--- src/hdl/icache_settings.svh ---
`ifndef ICACHE_SETTINGS_SVH
`define ICACHE_SETTINGS_SVH

// 8-way set associative, 64 sets
`define ICACHE_WAYS 8
`define ICACHE_SETS 64

// one line is 8 doublewords of 64 bits
`define ICACHE_DATA_PER_LINE 8

// 32-bit bus beats needed to fill one line
`define ICACHE_WORDS_PER_LINE 16

// bytes per doubleword and per bus word
`define ICACHE_BYTES_PER_DATA 8
`define ICACHE_BYTES_PER_WORD 4

`endif

--- src/hdl/icache_pkg.sv ---
`include "icache_settings.svh"

package icache_pkg;

    typedef logic [$clog2(`ICACHE_SETS)-1:0]           index_t;
    typedef logic [$clog2(`ICACHE_DATA_PER_LINE)-1:0]  offset_t;
    typedef logic [$clog2(`ICACHE_BYTES_PER_DATA)-1:0] align_t;
    typedef logic [31-$bits(index_t)-$bits(offset_t)-$bits(align_t):0] tag_t;

    typedef logic [8*`ICACHE_BYTES_PER_WORD-1:0] word_t;
    typedef logic [8*`ICACHE_BYTES_PER_DATA-1:0] data_t;

    typedef logic [$clog2(`ICACHE_WAYS)-1:0]           way_t;
    typedef logic [`ICACHE_WAYS-2:0]                   plru_t;
    typedef logic [$clog2(`ICACHE_WORDS_PER_LINE)-1:0] beat_t;
    typedef logic [`ICACHE_WORDS_PER_LINE-1:0]         fill_mask_t;
    typedef logic [1:0]                                word_strobe_t;

    typedef struct packed {
        tag_t    tag;
        index_t  index;
        offset_t offset;
        align_t  align;
    } addr_t;

    typedef struct packed {
        logic valid;
        tag_t tag;
    } meta_t;

    typedef struct packed {
        logic  valid;
        addr_t addr;
    } ibus_req_t;

    typedef struct packed {
        logic  addr_ok;
        logic  data_ok;
        data_t data;
    } ibus_resp_t;

    // burst length is fixed at one full line
    typedef struct packed {
        logic  valid;
        addr_t addr;
    } cbus_req_t;

    typedef struct packed {
        logic  ready;
        logic  last;
        word_t data;
    } cbus_resp_t;

    typedef enum logic {
        IDLE,
        FETCH
    } fill_state_t;

endpackage

--- src/hdl/icache_refill_ctrl.sv ---
`timescale 1ns/10ps

module icache_refill_ctrl (
    input  logic                     clk,
    input  logic                     resetn,
    input  icache_pkg::ibus_req_t    ireq,
    input  icache_pkg::cbus_resp_t   icresp,
    input  logic                     hit,
    input  icache_pkg::way_t         hit_way,
    input  icache_pkg::way_t         victim,
    output logic                     iresp_ok,
    output logic                     data_ok,
    output logic                     alloc,
    output logic                     touch,
    output icache_pkg::word_strobe_t wr_strobe,
    output icache_pkg::way_t         wr_way,
    output icache_pkg::index_t       wr_index,
    output icache_pkg::offset_t      wr_offset,
    output icache_pkg::cbus_req_t    icreq
);

    import icache_pkg::*;

    fill_state_t state;
    addr_t       fill_addr;
    way_t        fill_way;
    offset_t     fill_offset;
    beat_t       beat;
    fill_mask_t  fill_mask;

    logic beat_fire;
    logic other_line;
    logic dword_ready;
    logic hit_avail;

    assign beat_fire = (state == FETCH) && icresp.ready;

    // the fill way already carries the new tag, so way and index name the line
    assign other_line  = {hit_way, ireq.addr.index} != {fill_way, fill_addr.index};
    assign dword_ready = fill_mask[{ireq.addr.offset, 1'b0}]
                      && fill_mask[{ireq.addr.offset, 1'b1}];
    assign hit_avail   = (state == IDLE) || other_line || dword_ready;

    assign touch    = ireq.valid && hit && hit_avail;
    assign alloc    = ireq.valid && !hit && (state == IDLE);
    assign iresp_ok = touch;

    // even beats fill the low half, odd beats the high half
    assign wr_strobe = beat_fire ? (beat[0] ? 2'b10 : 2'b01) : 2'b00;
    assign wr_way    = fill_way;
    assign wr_index  = fill_addr.index;
    assign wr_offset = fill_offset;

    assign icreq = '{valid: (state == FETCH), addr: fill_addr};

    always_ff @(posedge clk) begin
        if (resetn) begin
            state   <= IDLE;
            data_ok <= 1'b0;
        end else begin
            data_ok <= touch;
            unique case (state)
                IDLE: begin
                    if (alloc) begin
                        state <= FETCH;
                    end
                end
                FETCH: begin
                    if (beat_fire && icresp.last) begin
                        state <= IDLE;
                    end
                end
            endcase
        end
    end

    // critical word first, beat count wraps inside the line
    always_ff @(posedge clk) begin
        if (alloc) begin
            fill_addr   <= ireq.addr;
            fill_way    <= victim;
            fill_offset <= ireq.addr.offset;
            beat        <= {ireq.addr.offset, ireq.addr.align[2]};
            fill_mask   <= '0;
        end else if (beat_fire) begin
            beat            <= beat + 1'b1;
            fill_mask[beat] <= 1'b1;
            if (beat[0]) begin
                fill_offset <= fill_offset + 1'b1;
            end
        end
    end

endmodule

--- config.mk ---
export PLATFORM = sky130hd
export DESIGN_NAME = icache_refill_ctrl
export DESIGN_NICKNAME = d
export VERILOG_FILES = /design/src/hdl/icache_pkg.sv /design/src/hdl/icache_refill_ctrl.sv
export VERILOG_INCLUDE_DIRS = /design/src /design/src/hdl
export SDC_FILE = /design/constraint.sdc
export NUM_CORES = 1
export LEC_CHECK = 0
export BUFFER_PORTS_ARGS = -buffer_cell sky130_fd_sc_hd__buf_2
export CELL_PAD_IN_SITES_DETAIL_PLACEMENT = 1
export CELL_PAD_IN_SITES_GLOBAL_PLACEMENT = 2
export CORE_ASPECT_RATIO = 0.8
export CORE_UTILIZATION = 28
export CTS_CLUSTER_DIAMETER = 100
export DETAILED_ROUTE_END_ITERATION = 7
export PLACE_DENSITY_LB_ADDON = 0.3
export SYNTH_ARGS = -nofsm -noshare
export SYNTH_HDL_FRONTEND = slang
export SYNTH_SLANG_ARGS = --single-unit
--- constraint.sdc ---
create_clock -name clk -period 4.4 [get_ports clk]
set_input_delay 0.44 -clock clk [delete_from_list [all_inputs] [get_ports clk]]
set_output_delay 0.44 -clock clk [all_outputs]
set_load 0.01 [all_outputs]
==> metrics.md <==
| Metric | Value |
|---|---|
| Status | `finished, final reports clean` |
| Clk_skew | `0.00724 ns` |
| Total setup buffers inserted after CTS | `0` |
| Type of the setup path with the least slack | `flip-flop to output pin` |
| Detailed Route Iter0 Violations | `34` |
| Deepest level of the CTS H-tree | `3` |
| Number of antenna violations at the first check in global routing | `0` |
| Tcrit/Tclk final | `0.514` |
| Post-route cell area | `~3000 sq um` |
| Number of standard cells in the final layout excluding fillers | `384` |
| Number of warning messages in the yosys log | `0` |
| Multi-input gate area | `589 sq um` |
| Final estimated routing congestion in global placement | `0.679` |
| Power after layout | `between 1 and 1.5 mW` |
| Post-Syn Instances | `~180` |
| Number of hold buffers added after cts | `0` |
| Final hold viol count | `0` |
| Clock Tree Root | `sky130_fd_sc_hd__clkbuf_8` |
| Power per standard cell area | `423 nW/um^2` |
| Reg2Reg Depth | `4` |
| Area overhead of the layout relative to synthesis | `32.6%` |
| Worst slew pin tran | `between 0.5 and 0.6 ns` |
| Vias | `1659` |
| Half-perimeter wire length after detailed placement | `roughly 3900 um` |
| Final standard cell utilization of the core | `0.384` |
| Worst Setup Slack, final | `2.14 ns` |
| Routed wire length | `roughly 5200 um` |
| Combined flip-flop and latch cell area | `1620 sq um` |
| Cells after DPL | `368` |
| Unrepaired setup endpoints after global routing | `false` |
| Count of max-cap constraint violations | `0` |
| Placeable core region | `around 7900 sq um` |
| Crit path time final | `2.26 ns` |
| Worst skew pair latency | `0.33 ns` |
| Clock input transition at the sequential cells of the worst setup and hold paths | `0.07 ns` |
| Row count | `29` |
| Leakage power | `1.27 nW` |
| Total die area | `8590 sq um` |
| Crit-path max FO | `2` |
| Worst flop-to-flop path endpoint | `icreq[19]` |
| Number of sinks driven by the clock tree | `60` |
| First-pass GRT wire length | `8140 um` |
| Setup TNS | `0 ns` |
| Final number of setup-violating endpoints | `0` |
| Max-slew violation count | `0` |
| Post-synthesis net count | `259` |
| Horiz. Die Dim | `just over 100 um` |
| Pre-CTS WS | `2.19 ns` |
| Achievable Freq | `442 MHz` |
| Endpoint class of the critical path | `output pin` |
| Quantity of I/O buffers inserted on ports | `between 90 and 100` |
| Initial cell density of the core | `0.290` |
| Number of nets with antenna violations after routing | `0` |
| Post-Synthesis Cell Area | `2300 sq um` |
| Drc violations | `0` |
| Detailed Routing Iterations Pass 1 | `4` |
| Overflow left after global routing | `0` |
| Max-Slew Margin vs Limit | `0.657` |
| Worst flop-to-flop path startpoint | `state` |
| DIE HEIGHT | `around 83 um` |
| Required time worst endpoint | `3.96 ns` |
| Worst setup path startpoint | `wr_way[2]` |
| Placed standard-cell area | `2840 sq um` |
| Cts repair resizes | `0` |
| Total of flip-flops plus latches after synthesis | `60` |
| Antenna diode instance count | `0` |
| Endpoint arrival time on the critical path | `1.82 ns` |
| Number of global-route vias before repair | `1591` |
| Capturing element of the worst setup path | `iresp_ok` |
| Overall global routing resource usage | `0.128` |
| Maximum number of pins on one net before global-route repair | `43` |
| Number of buffers added by the clock tree synthesis step | `9` |
| NumNets Final | `352` |
| Via-per-instance ratio | `4.32` |
| Hold Worst Slack | `0.281 ns` |
| Top-Level Pins | `127` |
| Fraction of final layout cells with drive strength greater than 1 | `0.409` |
| Minimum setup slack among reg-to-reg paths | `2.31 ns` |
| Deepest clock path buffer count | `2` |
| Clock tree from TritonCTS | `built` |
| Type of the most critical hold path | `input port to flip-flop` |
| Routed WL per cell | `13.7 um` |
| Fraction of the yosys area taken by sequential cells | `0.705` |
| Type of origin of the critical path | `flip-flop` |
| Filler cells | `906` |
| Avg Inst Size Synth | `12.9 sq um` |
| Max IR drop VDD | `0.000137 V` |
| Synth cell types | `22` |
worst min path at each step:
stage	end	depth (start not counted)	slack (ns)	start
2_1_floorplan	fill_mask[6]	2	0.44	fill_mask[6]
3_3_place_gp	fill_mask[10]	2	0.45	fill_mask[10]
3_5_place_dp	fill_mask[10]	2	0.46	fill_mask[10]
4_1_cts	icreq[31]	1	0.26	ireq[31]
5_1_grt	icreq[1]	1	0.26	ireq[1]
6_report	wr_way[0]	1	0.28	victim[0]
report_power, final:
part           internal, mW  switching [mW]
clock                 0.319           0.215
sequential            0.634          0.0157
combinational        0.0453          0.0602
total                 0.998           0.291
cell usage in the layout (no fill, tap or decap):
cell type / netlist / routed
sky130_fd_sc_hd__and3_1: 4 / 4
sky130_fd_sc_hd__a31oi_1: 4 / 4
sky130_fd_sc_hd__inv_2: 0 / 1
sky130_fd_sc_hd__nand2_1: 19 / 19
sky130_fd_sc_hd__bufinv_16: 0 / 2
sky130_fd_sc_hd__nor2_1: 23 / 23
sky130_fd_sc_hd__clkbuf_8: 0 / 9
sky130_fd_sc_hd__clkinvlp_4: 0 / 2
sky130_fd_sc_hd__ha_1: 5 / 5
sky130_fd_sc_hd__buf_4: 8 / 1
sky130_fd_sc_hd__a21oi_1: 19 / 19
sky130_fd_sc_hd__a2bb2oi_1: 1 / 1
sky130_fd_sc_hd__inv_1: 3 / 2
sky130_fd_sc_hd__clkinv_2: 0 / 1
sky130_fd_sc_hd__xor2_1: 1 / 1
sky130_fd_sc_hd__nand3b_1: 1 / 1
sky130_fd_sc_hd__nor2b_1: 3 / 3
sky130_fd_sc_hd__o21ai_0: 3 / 3
sky130_fd_sc_hd__dfxtp_1: 18 / 18
sky130_fd_sc_hd__mux4_2: 1 / 1
sky130_fd_sc_hd__buf_2: 0 / 94
sky130_fd_sc_hd__clkinv_4: 0 / 1
sky130_fd_sc_hd__nand3_1: 3 / 3
sky130_fd_sc_hd__xnor2_1: 11 / 11
sky130_fd_sc_hd__clkbuf_1: 5 / 1
sky130_fd_sc_hd__a211oi_2: 1 / 1
sky130_fd_sc_hd__edfxtp_1: 42 / 42
sky130_fd_sc_hd__nor4_1: 1 / 1
sky130_fd_sc_hd__nand4_1: 2 / 2
final cells by class:
| type | count | share of cell area |
|---|---|---|
| Multi-Input combinational cell | 102 | 0.193 |
| Timing Repair Buffer | 95 | 0.157 |
| Clock inverter | 6 | 0.0291 |
| Clock buffer | 10 | 0.0418 |
| Sequential cell | 60 | 0.531 |
| Tap cell | 108 | 0.0443 |
| Inverter | 3 | 0.00369 |
cells by family after synthesis:
kind of cell,Yosys count,share of synthesized area
AOI/OAI and AO/OA,28,0.0680
muxes,1,0.00979
xor gates and xnor gates,12,0.0457
DFF,60,0.705
and+or+nand+nor,56,0.105
adders and majority gates,5,0.0272
buffers and inverters,16,0.0392
Yosys cell counts (all sizes together):
library cell | instances | area share
nand4 | 2 | 0.0054
nor2 | 23 | 0.038
and3 | 4 | 0.011
a31oi | 4 | 0.011
nand3 | 3 | 0.0065
a211oi | 1 | 0.0054
nand3b | 1 | 0.0033
edfxtp | 42 | 0.55
mux4 | 1 | 0.0098
a21oi | 19 | 0.041
nand2 | 19 | 0.031
buf | 8 | 0.026
ha | 5 | 0.027
clkbuf | 5 | 0.0082
dfxtp | 18 | 0.16
o21ai | 3 | 0.0065
nor4 | 1 | 0.0027
nor2b | 3 | 0.0082
xor2 | 1 | 0.0038
inv | 3 | 0.0049
a2bb2oi | 1 | 0.0038
xnor2 | 11 | 0.042
critical path, cell delays in order (launching register included):
cell	delay, ns
sky130_fd_sc_hd__edfxtp_1	0.42
sky130_fd_sc_hd__xnor2_1	0.18
sky130_fd_sc_hd__nand4_1	0.13
sky130_fd_sc_hd__nor4_1	0.42
sky130_fd_sc_hd__a21oi_1	0.18
sky130_fd_sc_hd__buf_2	0.17
routing by layer:
metal  vias up  global-route usage  share of wire
met1       781               0.170           0.48
met3         6              0.0572          0.078
met5         -                   0              0
met2        65               0.188           0.43
met4         0              0.0346          0.010
li1        807                   -              -
sequential cells by signal (all words and copies together) (netlist names):
| name | count |
|---|---|
| data_ok | 1 |
| wr_offset | 3 |
| fill_mask | 16 |
| beat | 4 |
| state | 1 |
| icreq | 26 |
| wr_index | 6 |
| wr_way | 3 |
No activity file was read; power rests on OpenSTA's default activity.
