$ cat src/hdl/icache_settings.svh
`ifndef ICACHE_SETTINGS_SVH
`define ICACHE_SETTINGS_SVH

// 8-way set associative, 64 sets
`define ICACHE_WAYS 8
`define ICACHE_SETS 64

// one line is 8 doublewords of 64 bits
`define ICACHE_DATA_PER_LINE 8

// 32-bit bus beats needed to fill one line
`define ICACHE_WORDS_PER_LINE 16

// bytes per doubleword and per bus word
`define ICACHE_BYTES_PER_DATA 8
`define ICACHE_BYTES_PER_WORD 4

`endif

$ cat src/hdl/icache_pkg.sv
`include "icache_settings.svh"

package icache_pkg;

    typedef logic [$clog2(`ICACHE_SETS)-1:0]           index_t;
    typedef logic [$clog2(`ICACHE_DATA_PER_LINE)-1:0]  offset_t;
    typedef logic [$clog2(`ICACHE_BYTES_PER_DATA)-1:0] align_t;
    typedef logic [31-$bits(index_t)-$bits(offset_t)-$bits(align_t):0] tag_t;

    typedef logic [8*`ICACHE_BYTES_PER_WORD-1:0] word_t;
    typedef logic [8*`ICACHE_BYTES_PER_DATA-1:0] data_t;

    typedef logic [$clog2(`ICACHE_WAYS)-1:0]           way_t;
    typedef logic [`ICACHE_WAYS-2:0]                   plru_t;
    typedef logic [$clog2(`ICACHE_WORDS_PER_LINE)-1:0] beat_t;
    typedef logic [`ICACHE_WORDS_PER_LINE-1:0]         fill_mask_t;
    typedef logic [1:0]                                word_strobe_t;

    typedef struct packed {
        tag_t    tag;
        index_t  index;
        offset_t offset;
        align_t  align;
    } addr_t;

    typedef struct packed {
        logic valid;
        tag_t tag;
    } meta_t;

    typedef struct packed {
        logic  valid;
        addr_t addr;
    } ibus_req_t;

    typedef struct packed {
        logic  addr_ok;
        logic  data_ok;
        data_t data;
    } ibus_resp_t;

    // burst length is fixed at one full line
    typedef struct packed {
        logic  valid;
        addr_t addr;
    } cbus_req_t;

    typedef struct packed {
        logic  ready;
        logic  last;
        word_t data;
    } cbus_resp_t;

    typedef enum logic {
        IDLE,
        FETCH
    } fill_state_t;

endpackage

$ cat src/hdl/icache_plru.sv
`timescale 1ns/10ps
`include "icache_settings.svh"

module icache_plru (
    input  logic               clk,
    input  logic               resetn,
    input  icache_pkg::index_t index,
    input  logic               touch,
    input  icache_pkg::way_t   touch_way,
    output icache_pkg::way_t   victim
);

    import icache_pkg::*;

    plru_t plru_mem [`ICACHE_SETS];
    plru_t cur_tree;
    plru_t next_tree;

    assign cur_tree = plru_mem[index];

    // node 0 is the root, children of node n are 2n+1 and 2n+2
    // a 0 bit sends the walk left
    always_comb begin
        victim    = '0;
        victim[2] = cur_tree[0];
        victim[1] = victim[2] ? cur_tree[2] : cur_tree[1];
        victim[0] = cur_tree[3 + victim[2:1]];
    end

    // point every node on the path away from the touched way
    always_comb begin
        next_tree                    = cur_tree;
        next_tree[0]                 = ~touch_way[2];
        next_tree[1 + touch_way[2]]   = ~touch_way[1];
        next_tree[3 + touch_way[2:1]] = ~touch_way[0];
    end

    always_ff @(posedge clk) begin
        if (resetn) begin
            for (int s = 0; s < `ICACHE_SETS; s++) begin
                plru_mem[s] <= '0;
            end
        end else if (touch) begin
            plru_mem[index] <= next_tree;
        end
    end

endmodule

$ cat config.mk
export PLATFORM = sky130hd
export DESIGN_NAME = icache_plru
export DESIGN_NICKNAME = d
export VERILOG_FILES = /design/src/hdl/icache_pkg.sv /design/src/hdl/icache_plru.sv
export VERILOG_INCLUDE_DIRS = /design/src /design/src/hdl
export SDC_FILE = /design/constraint.sdc
export NUM_CORES = 1
export LEC_CHECK = 0
export BUFFER_PORTS_ARGS = -buffer_cell sky130_fd_sc_hd__buf_2
export CAP_MARGIN = 20
export CORE_UTILIZATION = 41
export CTS_BUF_LIST = sky130_fd_sc_hd__clkbuf_16
export DETAILED_ROUTE_END_ITERATION = 16
export PLACE_DENSITY_LB_ADDON = 0.2
export SLEW_MARGIN = 10
export SYNTH_ARGS = -nofsm -noshare
export SYNTH_HDL_FRONTEND = slang
export SYNTH_SLANG_ARGS = --single-unit
$ cat constraint.sdc
create_clock -name clk -period 4.1 [get_ports clk]
set_input_delay 0.41 -clock clk [delete_from_list [all_inputs] [get_ports clk]]
set_output_delay 0.41 -clock clk [all_outputs]
set_load 0.01 [all_outputs]
==> impl_metrics.sql, run 1 <==
INSERT INTO impl_metrics (metric_group, metric, value, unit) VALUES
('global_routing', 'antenna_violations_before_repair', '1', ''),
('final_layout', 'largest_register_ff_count', '448', ''),
('final_layout', 'num-nets-final', '1698', ''),
('synth', 'synth.ff_latch_count', '448', ''),
('setup_path', 'worst-setup-path-type', 'register to output pin', ''),
('synth', 'synth_most_common_cell', 'nor2_1', ''),
('setup_path', 'worst_case_register_to_register_setup_slack', '0.75', 'ns'),
('pwr', 'p_int', '7.984', 'mW'),
('drt', 'detail_route.vias_per_cell', '5.938', ''),
('synth', 'synth_edf_count', '448', ''),
('timing', 'rsz0062_at_grt', 'yes', ''),
('timing', 'finalCritPeriodShare', '108.0', '%'),
('final_layout', 'largest_registers', 'plru_mem x448', ''),
('setup_path', 'worst_path_max_delay_cell', 'or4_4', ''),
('setup_path', 'cell_chain_of_the_critical_path', 'mux2_2, a221oi_2, o22ai_1, a2111o_1, or4_4, mux2i_4, ha_4, or3_4, a32oi_4, buf_6', ''),
('drt', 'drt_pass1_iterations', '5', ''),
('synth', 'ys_warn_count', '0', ''),
('floorplanning', 'initial_core_utilization', '41.62', '%'),
('synth', 'postSynthAreaPerCell', '12.64', 'sq um'),
('setup_path', 'cp_max_fo', '5', ''),
('synth', 'synthesis.area', '0.01991', 'sq mm'),
('drt', 'antenna_violating_nets_post_route', '0', ''),
('drt', 'detail_route.drc_violations', '0', ''),
('outcome', 'violations', 'negative setup slack', ''),
('floorplanning', 'rows', '80', ''),
('floorplanning', 'ioPinCount', '15', ''),
('setup_path', 'crit_required', '3.69', 'ns'),
('timing', 'fin_ws', '-0.3279', 'ns'),
('setup_path', 'r2r_start', 'plru_mem[11][1]', ''),
('timing', 'finalMaxSlewViolations', '0', ''),
('synth', 'synth_top_cells_by_area', 'edfxtp_1, nor2_1, a22oi_1, nand2b_1, nand2_1', ''),
('pwr', 'pwr_density_cell', '456.9', 'mW/mm^2'),
('floorplanning', 'fp.coreArea', '0.04785', 'sq mm'),
('timing', 'max_clock_freq', '225.8', 'MHz'),
('pwr', 'p_seq_share', '49.9', '%'),
('pwr', 'power_frac_comb', '10.2', '%'),
('min_path', 'holdPathEnd', 'plru_mem[43][2]', ''),
('final_layout', 'utilization', '48.32', '%'),
('timing', 'report.final.setup_viol', '1', ''),
('clock_tree', 'clock_tree.root_cell', 'clkbuf_16', ''),
('timing', 'worst_pin_slew', '1.040', 'ns'),
('clock_tree', 'cts.sinks', '448', ''),
('clock_tree', 'post_cts_buffers', '0', ''),
('setup_path', 'worst_setup_path_start_kind', 'register', ''),
('setup_path', 'critical-path-max-stage-delay', '0.58', 'ns'),
('clock_tree', 'number_of_hold_repair_buffers_added_at_the_cts_stage', '0', ''),
('drt', 'routed_wirelength', '61370', 'microns'),
('setup_path', 'r2r_cells', '10', ''),
('drt', 'drt_iter0_markers', '1709', ''),
('setup_path', 'crit_arrival', '4.02', 'ns'),
('synth', 'synth.top_cells.by_count', 'nor2_1, edfxtp_1, a22oi_1, nand2_1, nand2b_1', ''),
('final_layout', 'filler_cells', '4242', ''),
('floorplanning', 'overall_die_area', '0.04945', 'sq mm'),
('min_path', 'timing.hold.worst_path_depth', '3', ''),
('placement', 'detailedPlacementHpwl', '42660', 'microns'),
('pwr', 'power.leakage', '8.113', 'nW'),
('floorplanning', 'floorplan.die.width', '222.4', 'microns'),
('outcome', 'run_status', 'finished with violations', ''),
('min_path', 'worst_hold_start', 'touch_way[0]', ''),
('synth', 'yosysSeqAreaShare', '67.56', '%'),
('pwr', 'power.switching', '2.579', 'mW'),
('clock_tree', 'ctsHtreeMaxLevel', '2', ''),
('setup_path', 'critical_path.endpoint_type', 'output pin', ''),
('min_path', 'hp-class', 'primary input to register', ''),
('drt', 'route.vias.total', '13835', ''),
('synth', 'yosys.area.top_type', 'edfxtp_1', ''),
('synth', 'synth_top_area_share', '67.56', '%'),
('synth', 'synthesis.instances', '1575', ''),
('placement', 'gpl.final_weighted_congestion', '0.9139', ''),
('placement', 'dpl_worst_slack', '-0.6572', 'ns'),
('synth', 'proportion_of_register_bits_with_asynchronous_set_or_reset_after_synthesis', '0', '%');
metrics by stage:
stage               TNS (ns)  cell area, sq um
floorplan                  0             19910
global placement      -16.20             21560
detailed placement    -20.24             21560
CTS                  -0.3452             23080
global route         -0.4094             23120
finish               -0.3279             23120
layout make-up:
type / count / area (sq um) / share of cell area, %
clock buffer: 49 / 1226 / 5.303
multi-input combinational: 999 / 5851 / 25.30
antenna: 1 / 2.502 / 0.01082
tap: 615 / 769.5 / 3.328
sequential: 448 / 13450 / 58.19
clock inverter: 35 / 270.3 / 1.169
inverter: 7 / 26.28 / 0.1136
timing repair buffer: 176 / 1523 / 6.586
logic make-up after synthesis:
logic type               share of synthesized area (%)
AND/OR/NAND/NOR                                  14.84
buffers and inverters                            3.732
AO/OA/AOI/OAI                                    9.526
flip-flops                                       67.56
multiplexers                                     3.965
adder cells (fa/ha/maj)                         0.3770
repair_timing:
action	in CTS	in global routing
gates resized for setup	7	6
endpoints found under the hold margin	0	0
setup endpoints to repair	1	1
pin swaps	8	6
worst max-delay path by stage:
| stage | start | to | cells after the start | slack [ns] |
|---|---|---|---|---|
| CTS | plru_mem[29][0] | victim[0] | 10 | -0.35 |
| global placement | index[2] | victim[0] | 14 | -0.65 |
| global route | plru_mem[22][0] | victim[0] | 11 | -0.41 |
| finish | plru_mem[11][1] | victim[0] | 10 | -0.33 |
| floorplan | index[2] | victim[0] | 13 | 0.29 |
| detailed placement | index[2] | victim[0] | 14 | -0.66 |
power by group through the flow:
stage / registers (mW) / clock network (mW) / logic, mW
3_3_place_gp: 5.36 / 0 / 1.02
6_report: 5.27 / 4.22 / 1.07
3_5_place_dp: 5.36 / 0 / 1.03
4_1_cts: 5.27 / 4.27 / 1.05
5_1_grt: 5.28 / 4.43 / 1.13
2_1_floorplan: 5.32 / 0 / 0.595
cells in the final DEF (no fill, tap or decap), types with 5 or more instances in the layout:
cell / netlist / layout
nand2_1: 84 / 84
o21ai_0: 10 / 10
nor3_1: 6 / 5
mux2_2: 20 / 21
nand3_1: 5 / 5
a31oi_1: 29 / 29
buf_4: 21 / 146
nor4_2: 0 / 6
a221oi_1: 35 / 34
clkinv_2: 0 / 11
buf_12: 0 / 18
nor3b_1: 7 / 5
a22oi_1: 96 / 96
inv_1: 6 / 11
ha_1: 6 / 5
a22o_1: 23 / 23
nand2b_1: 70 / 70
edfxtp_1: 448 / 448
o22ai_1: 9 / 8
clkbuf_16: 0 / 49
nor2_1: 459 / 459
buf_2: 44 / 11
nand4_1: 9 / 9
nor2b_1: 5 / 5
mux4_2: 13 / 13
a21oi_1: 13 / 13
clkinv_1: 1 / 11
mux2i_1: 22 / 22
and3b_1: 5 / 5
worst max-delay path: cells and delay by family (launching register included):
kind	cells	cell delay [ns]
flip-flops	1	0.45
AND/OR/NAND/NOR	2	0.98
AO/OA/AOI/OAI	4	1.09
adder cells (fa/ha/maj)	1	0.25
buffers and inverters	1	0.15
multiplexers	2	0.50
layer usage:
| layer | wire [microns] | global-route usage, % | vias to the layer above |
|---|---|---|---|
| li1 | - | - | 6064 |
| met1 | 25730 | 34.82 | 6964 |
| met2 | 27720 | 37.86 | 693 |
| met3 | 5775 | 5.422 | 114 |
| met4 | 2150 | 9.900 | 0 |
| met5 | 0 | 0 | - |
Power figures use the tool's default switching activity.
==> run 2: changes to the inputs <==
--- a/config.mk
+++ b/config.mk
@@ -11,7 +11,9 @@
 export CORE_UTILIZATION = 41
 export CTS_BUF_LIST = sky130_fd_sc_hd__clkbuf_16
 export DETAILED_ROUTE_END_ITERATION = 16
+export HOLD_SLACK_MARGIN = 0.02
 export PLACE_DENSITY_LB_ADDON = 0.2
+export SETUP_SLACK_MARGIN = 0.2
 export SLEW_MARGIN = 10
 export SYNTH_ARGS = -nofsm -noshare
 export SYNTH_HDL_FRONTEND = slang
==> impl_metrics.sql, run 2 (synthesized netlist as in run 1, its figures left out) <==
INSERT INTO impl_metrics (metric_group, metric, value, unit) VALUES
('outcome', 'run_status', 'finished with violations', ''),
('floorplanning', 'fp.coreArea', '0.04785', 'sq mm'),
('pwr', 'pwr-share-clk', '39.8', '%'),
('timing', 'layout_min_cycle_time', '4.485', 'ns'),
('floorplanning', 'dieHeight', '222.4', 'microns'),
('clock_tree', 'clk_lat_worst_skew', '0.59', 'ns'),
('timing', 'report.final.setup_viol', '1', ''),
('final_layout', 'filler_cells', '4240', ''),
('setup_path', 'r2r_start', 'plru_mem[11][1]', ''),
('pwr', 'power.share.switching', '24.36', '%'),
('min_path', 'timing.hold.worst_path_depth', '3', ''),
('final_layout', 'most_flop_heavy_register', 'plru_mem', ''),
('final_layout', 'num-nets-final', '1699', ''),
('timing', 'rsz0062_at_grt', 'yes', ''),
('timing', 'timing.setup.tns', '-0.3846', 'ns'),
('drt', 'antenna_violating_nets_post_route', '0', ''),
('global_routing', 'grt_start_max_net_pins', '65', ''),
('min_path', 'hp-class', 'primary input to register', ''),
('final_layout', 'instances_no_fill', '2331', ''),
('setup_path', 'cp_max_fo', '5', ''),
('setup_path', 'worst_setup_path_start_kind', 'register', ''),
('setup_path', 'critical_path.reg2reg.endpoint', 'plru_mem[63][1]', ''),
('drt', 'route.vias.total', '13866', ''),
('final_layout', 'finalInstanceArea', '0.02314', 'sq mm'),
('timing', 'worst_pin_slew', '1.073', 'ns'),
('setup_path', 'worst_case_register_to_register_setup_slack', '0.75', 'ns'),
('pwr', 'power.switching', '2.575', 'mW'),
('setup_path', 'worst-setup-path-type', 'register to output pin', ''),
('clock_tree', 'clock_tree.root_cell', 'clkbuf_16', ''),
('placement', 'gpl.final_weighted_congestion', '0.9139', ''),
('final_layout', 'largest_registers', 'plru_mem x448', ''),
('global_routing', 'global_route_wire_length_before_repair', '90060', 'microns'),
('drt', 'routed_wirelength', '61380', 'microns'),
('placement', 'port_buffers', '14', ''),
('clock_tree', 'clockBufferDepth', '3', ''),
('timing', 'fin_ws', '-0.3846', 'ns'),
('pwr', 'power.leakage', '8.123', 'nW'),
('clock_tree', 'number_of_hold_repair_buffers_added_at_the_cts_stage', '0', ''),
('floorplanning', 'floorplan.die.width', '222.4', 'microns'),
('job', 'max_cap_violations', '0', ''),
('placement', 'number_of_placed_instances_taps_included', '2246', ''),
('drt', 'drt_pass1_iterations', '6', ''),
('min_path', 'holdPathEnd', 'plru_mem[43][2]', ''),
('clock_tree', 'cts.sinks', '448', ''),
('global_routing', 'global_route_usage_sum', '24.90', '%'),
('timing', 'max_clock_freq', '223.0', 'MHz'),
('final_layout', 'utilization', '48.36', '%'),
('setup_path', 'crit_arrival', '4.07', 'ns'),
('pwr', 'p_int', '7.993', 'mW'),
('drt', 'wl_per_cell', '26.33', 'microns'),
('drt', 'drt_iter0_markers', '1667', ''),
('timing', 'finalMaxSlewViolations', '0', ''),
('final_layout', 'layout-drive-gt1-share', '17.96', '%'),
('drt', 'detail_route.drc_violations', '0', ''),
('final_layout', 'largest_register_ff_count', '448', ''),
('floorplanning', 'initial_core_utilization', '41.62', '%'),
('outcome', 'violations', 'negative setup slack', ''),
('clock_tree', 'tritoncts', 'done', ''),
('drt', 'detail_route.vias_per_cell', '5.949', ''),
('global_routing', 'antenna_violations_before_repair', '1', ''),
('setup_path', 'critical_path.endpoint_type', 'output pin', ''),
('final_layout', 'flow.area_growth_from_synthesis', '16.19', '%'),
('global_routing', 'grt_pass1_vias', '13528', ''),
('placement', 'placedInstanceArea', '0.02156', 'sq mm'),
('global_routing', 'grt-ovfl-total', '0', ''),
('timing', 'report.final.hold_viol_count', '0', ''),
('clock_tree', 'tritoncts.num_buffers', '48', ''),
('floorplanning', 'overall_die_area', '0.04945', 'sq mm'),
('clock_tree', 'path_clk_slew', '0.06', 'ns'),
('pwr', 'p_seq_share', '49.9', '%'),
('placement', 'detailedPlacementHpwl', '42660', 'microns'),
('pwr', 'power_frac_comb', '10.3', '%'),
('final_layout', 'layout_commonest_cell', 'nor2_1', ''),
('timing', 'maxSlewHeadroom', '28.18', '%'),
('final_layout', 'most-common-layout-cells', 'nor2_1, edfxtp_1, buf_4', ''),
('setup_path', 'crit_required', '3.69', 'ns'),
('timing', 'finalClockSkew', '0.02455', 'ns'),
('pwr', 'power.ir.vdd_worst', '0.3073', 'mV'),
('pwr', 'power.total', '10.57', 'mW'),
('clock_tree', 'ctsHtreeMaxLevel', '2', ''),
('floorplanning', 'rows', '80', ''),
('floorplanning', 'ioPinCount', '15', ''),
('pwr', 'pwr_density_cell', '456.8', 'mW/mm^2'),
('setup_path', 'r2r_cells', '10', ''),
('min_path', 'worst_hold_start', 'touch_way[0]', ''),
('timing', 'finalCritPeriodShare', '109.4', '%');
[run 2: cell types whose count changed in the layout (fill, tap and decap cells not counted), sizes merged]
| cell | previous run | this run |
|---|---|---|
| buf | 176 | 177 |
[run 2: metrics by stage]
stage	worst slack, ns	hold slack [ns]
6_report	-0.3846	0.4802
5_1_grt	-0.4799	0.4888
4_1_cts	-0.4421	0.4615
3_5_place_dp	-0.6572	1.067
3_3_place_gp	-0.6535	1.047
2_1_floorplan	0.2875	0.8160
[run 2: worst max-delay path: stages (launching register included)]
cell and delay, ns:
edfxtp_1 0.45, mux2_2 0.30, a221oi_2 0.26, o22ai_1 0.11, a2111o_1 0.41, or4_4 0.58, mux2i_4 0.20, ha_4 0.25
or3_4 0.40, a32oi_4 0.30, buf_6 0.14, buf_6 0.09
[run 2: area by class of cell]
class	count	area [sq um]	share of cell area, %
tap	615	769.5	3.326
inverter	7	26.28	0.1136
clock buffer	49	1226	5.300
antenna	1	2.502	0.01082
multi-input combinational	999	5854	25.30
timing repair buffer	177	1534	6.630
sequential	448	13450	58.15
clock inverter	35	270.3	1.168
[run 2: power groups by stage]
| stage | Sequential (mW) | Combinational, mW | Clock [mW] |
|---|---|---|---|
| 2_1_floorplan | 5.32 | 0.595 | 0 |
| 3_3_place_gp | 5.36 | 1.02 | 0 |
| 3_5_place_dp | 5.36 | 1.03 | 0 |
| 4_1_cts | 5.27 | 1.06 | 4.27 |
| 5_1_grt | 5.28 | 1.14 | 4.43 |
| 6_report | 5.27 | 1.09 | 4.21 |
[run 2: layer usage]
| layer | track usage, % | routed length [microns] |
|---|---|---|
| met5 | 0 | 0 |
| met4 | 10.26 | 2356 |
| met3 | 5.422 | 5242 |
| met2 | 37.80 | 27700 |
| met1 | 34.68 | 26080 |
[run 2: worst max-delay path by stage]
stage                                from   endpoint  slack (ns)  cells past startpoint
after global routing      plru_mem[22][0]  victim[0]       -0.48                     12
after global placement           index[2]  victim[0]       -0.65                     14
after floorplan                  index[2]  victim[0]        0.29                     13
final                     plru_mem[11][1]  victim[0]       -0.38                     11
after CTS                 plru_mem[29][0]  victim[0]       -0.44                     11
after detailed placement         index[2]  victim[0]       -0.66                     14
[run 2: what timing repair did]
item,in CTS,in global routing
endpoints found under the setup margin,1,1
endpoints found under the hold margin,0,0
resized for setup,9,6
pin swaps,9,6
buffers inserted,0,0
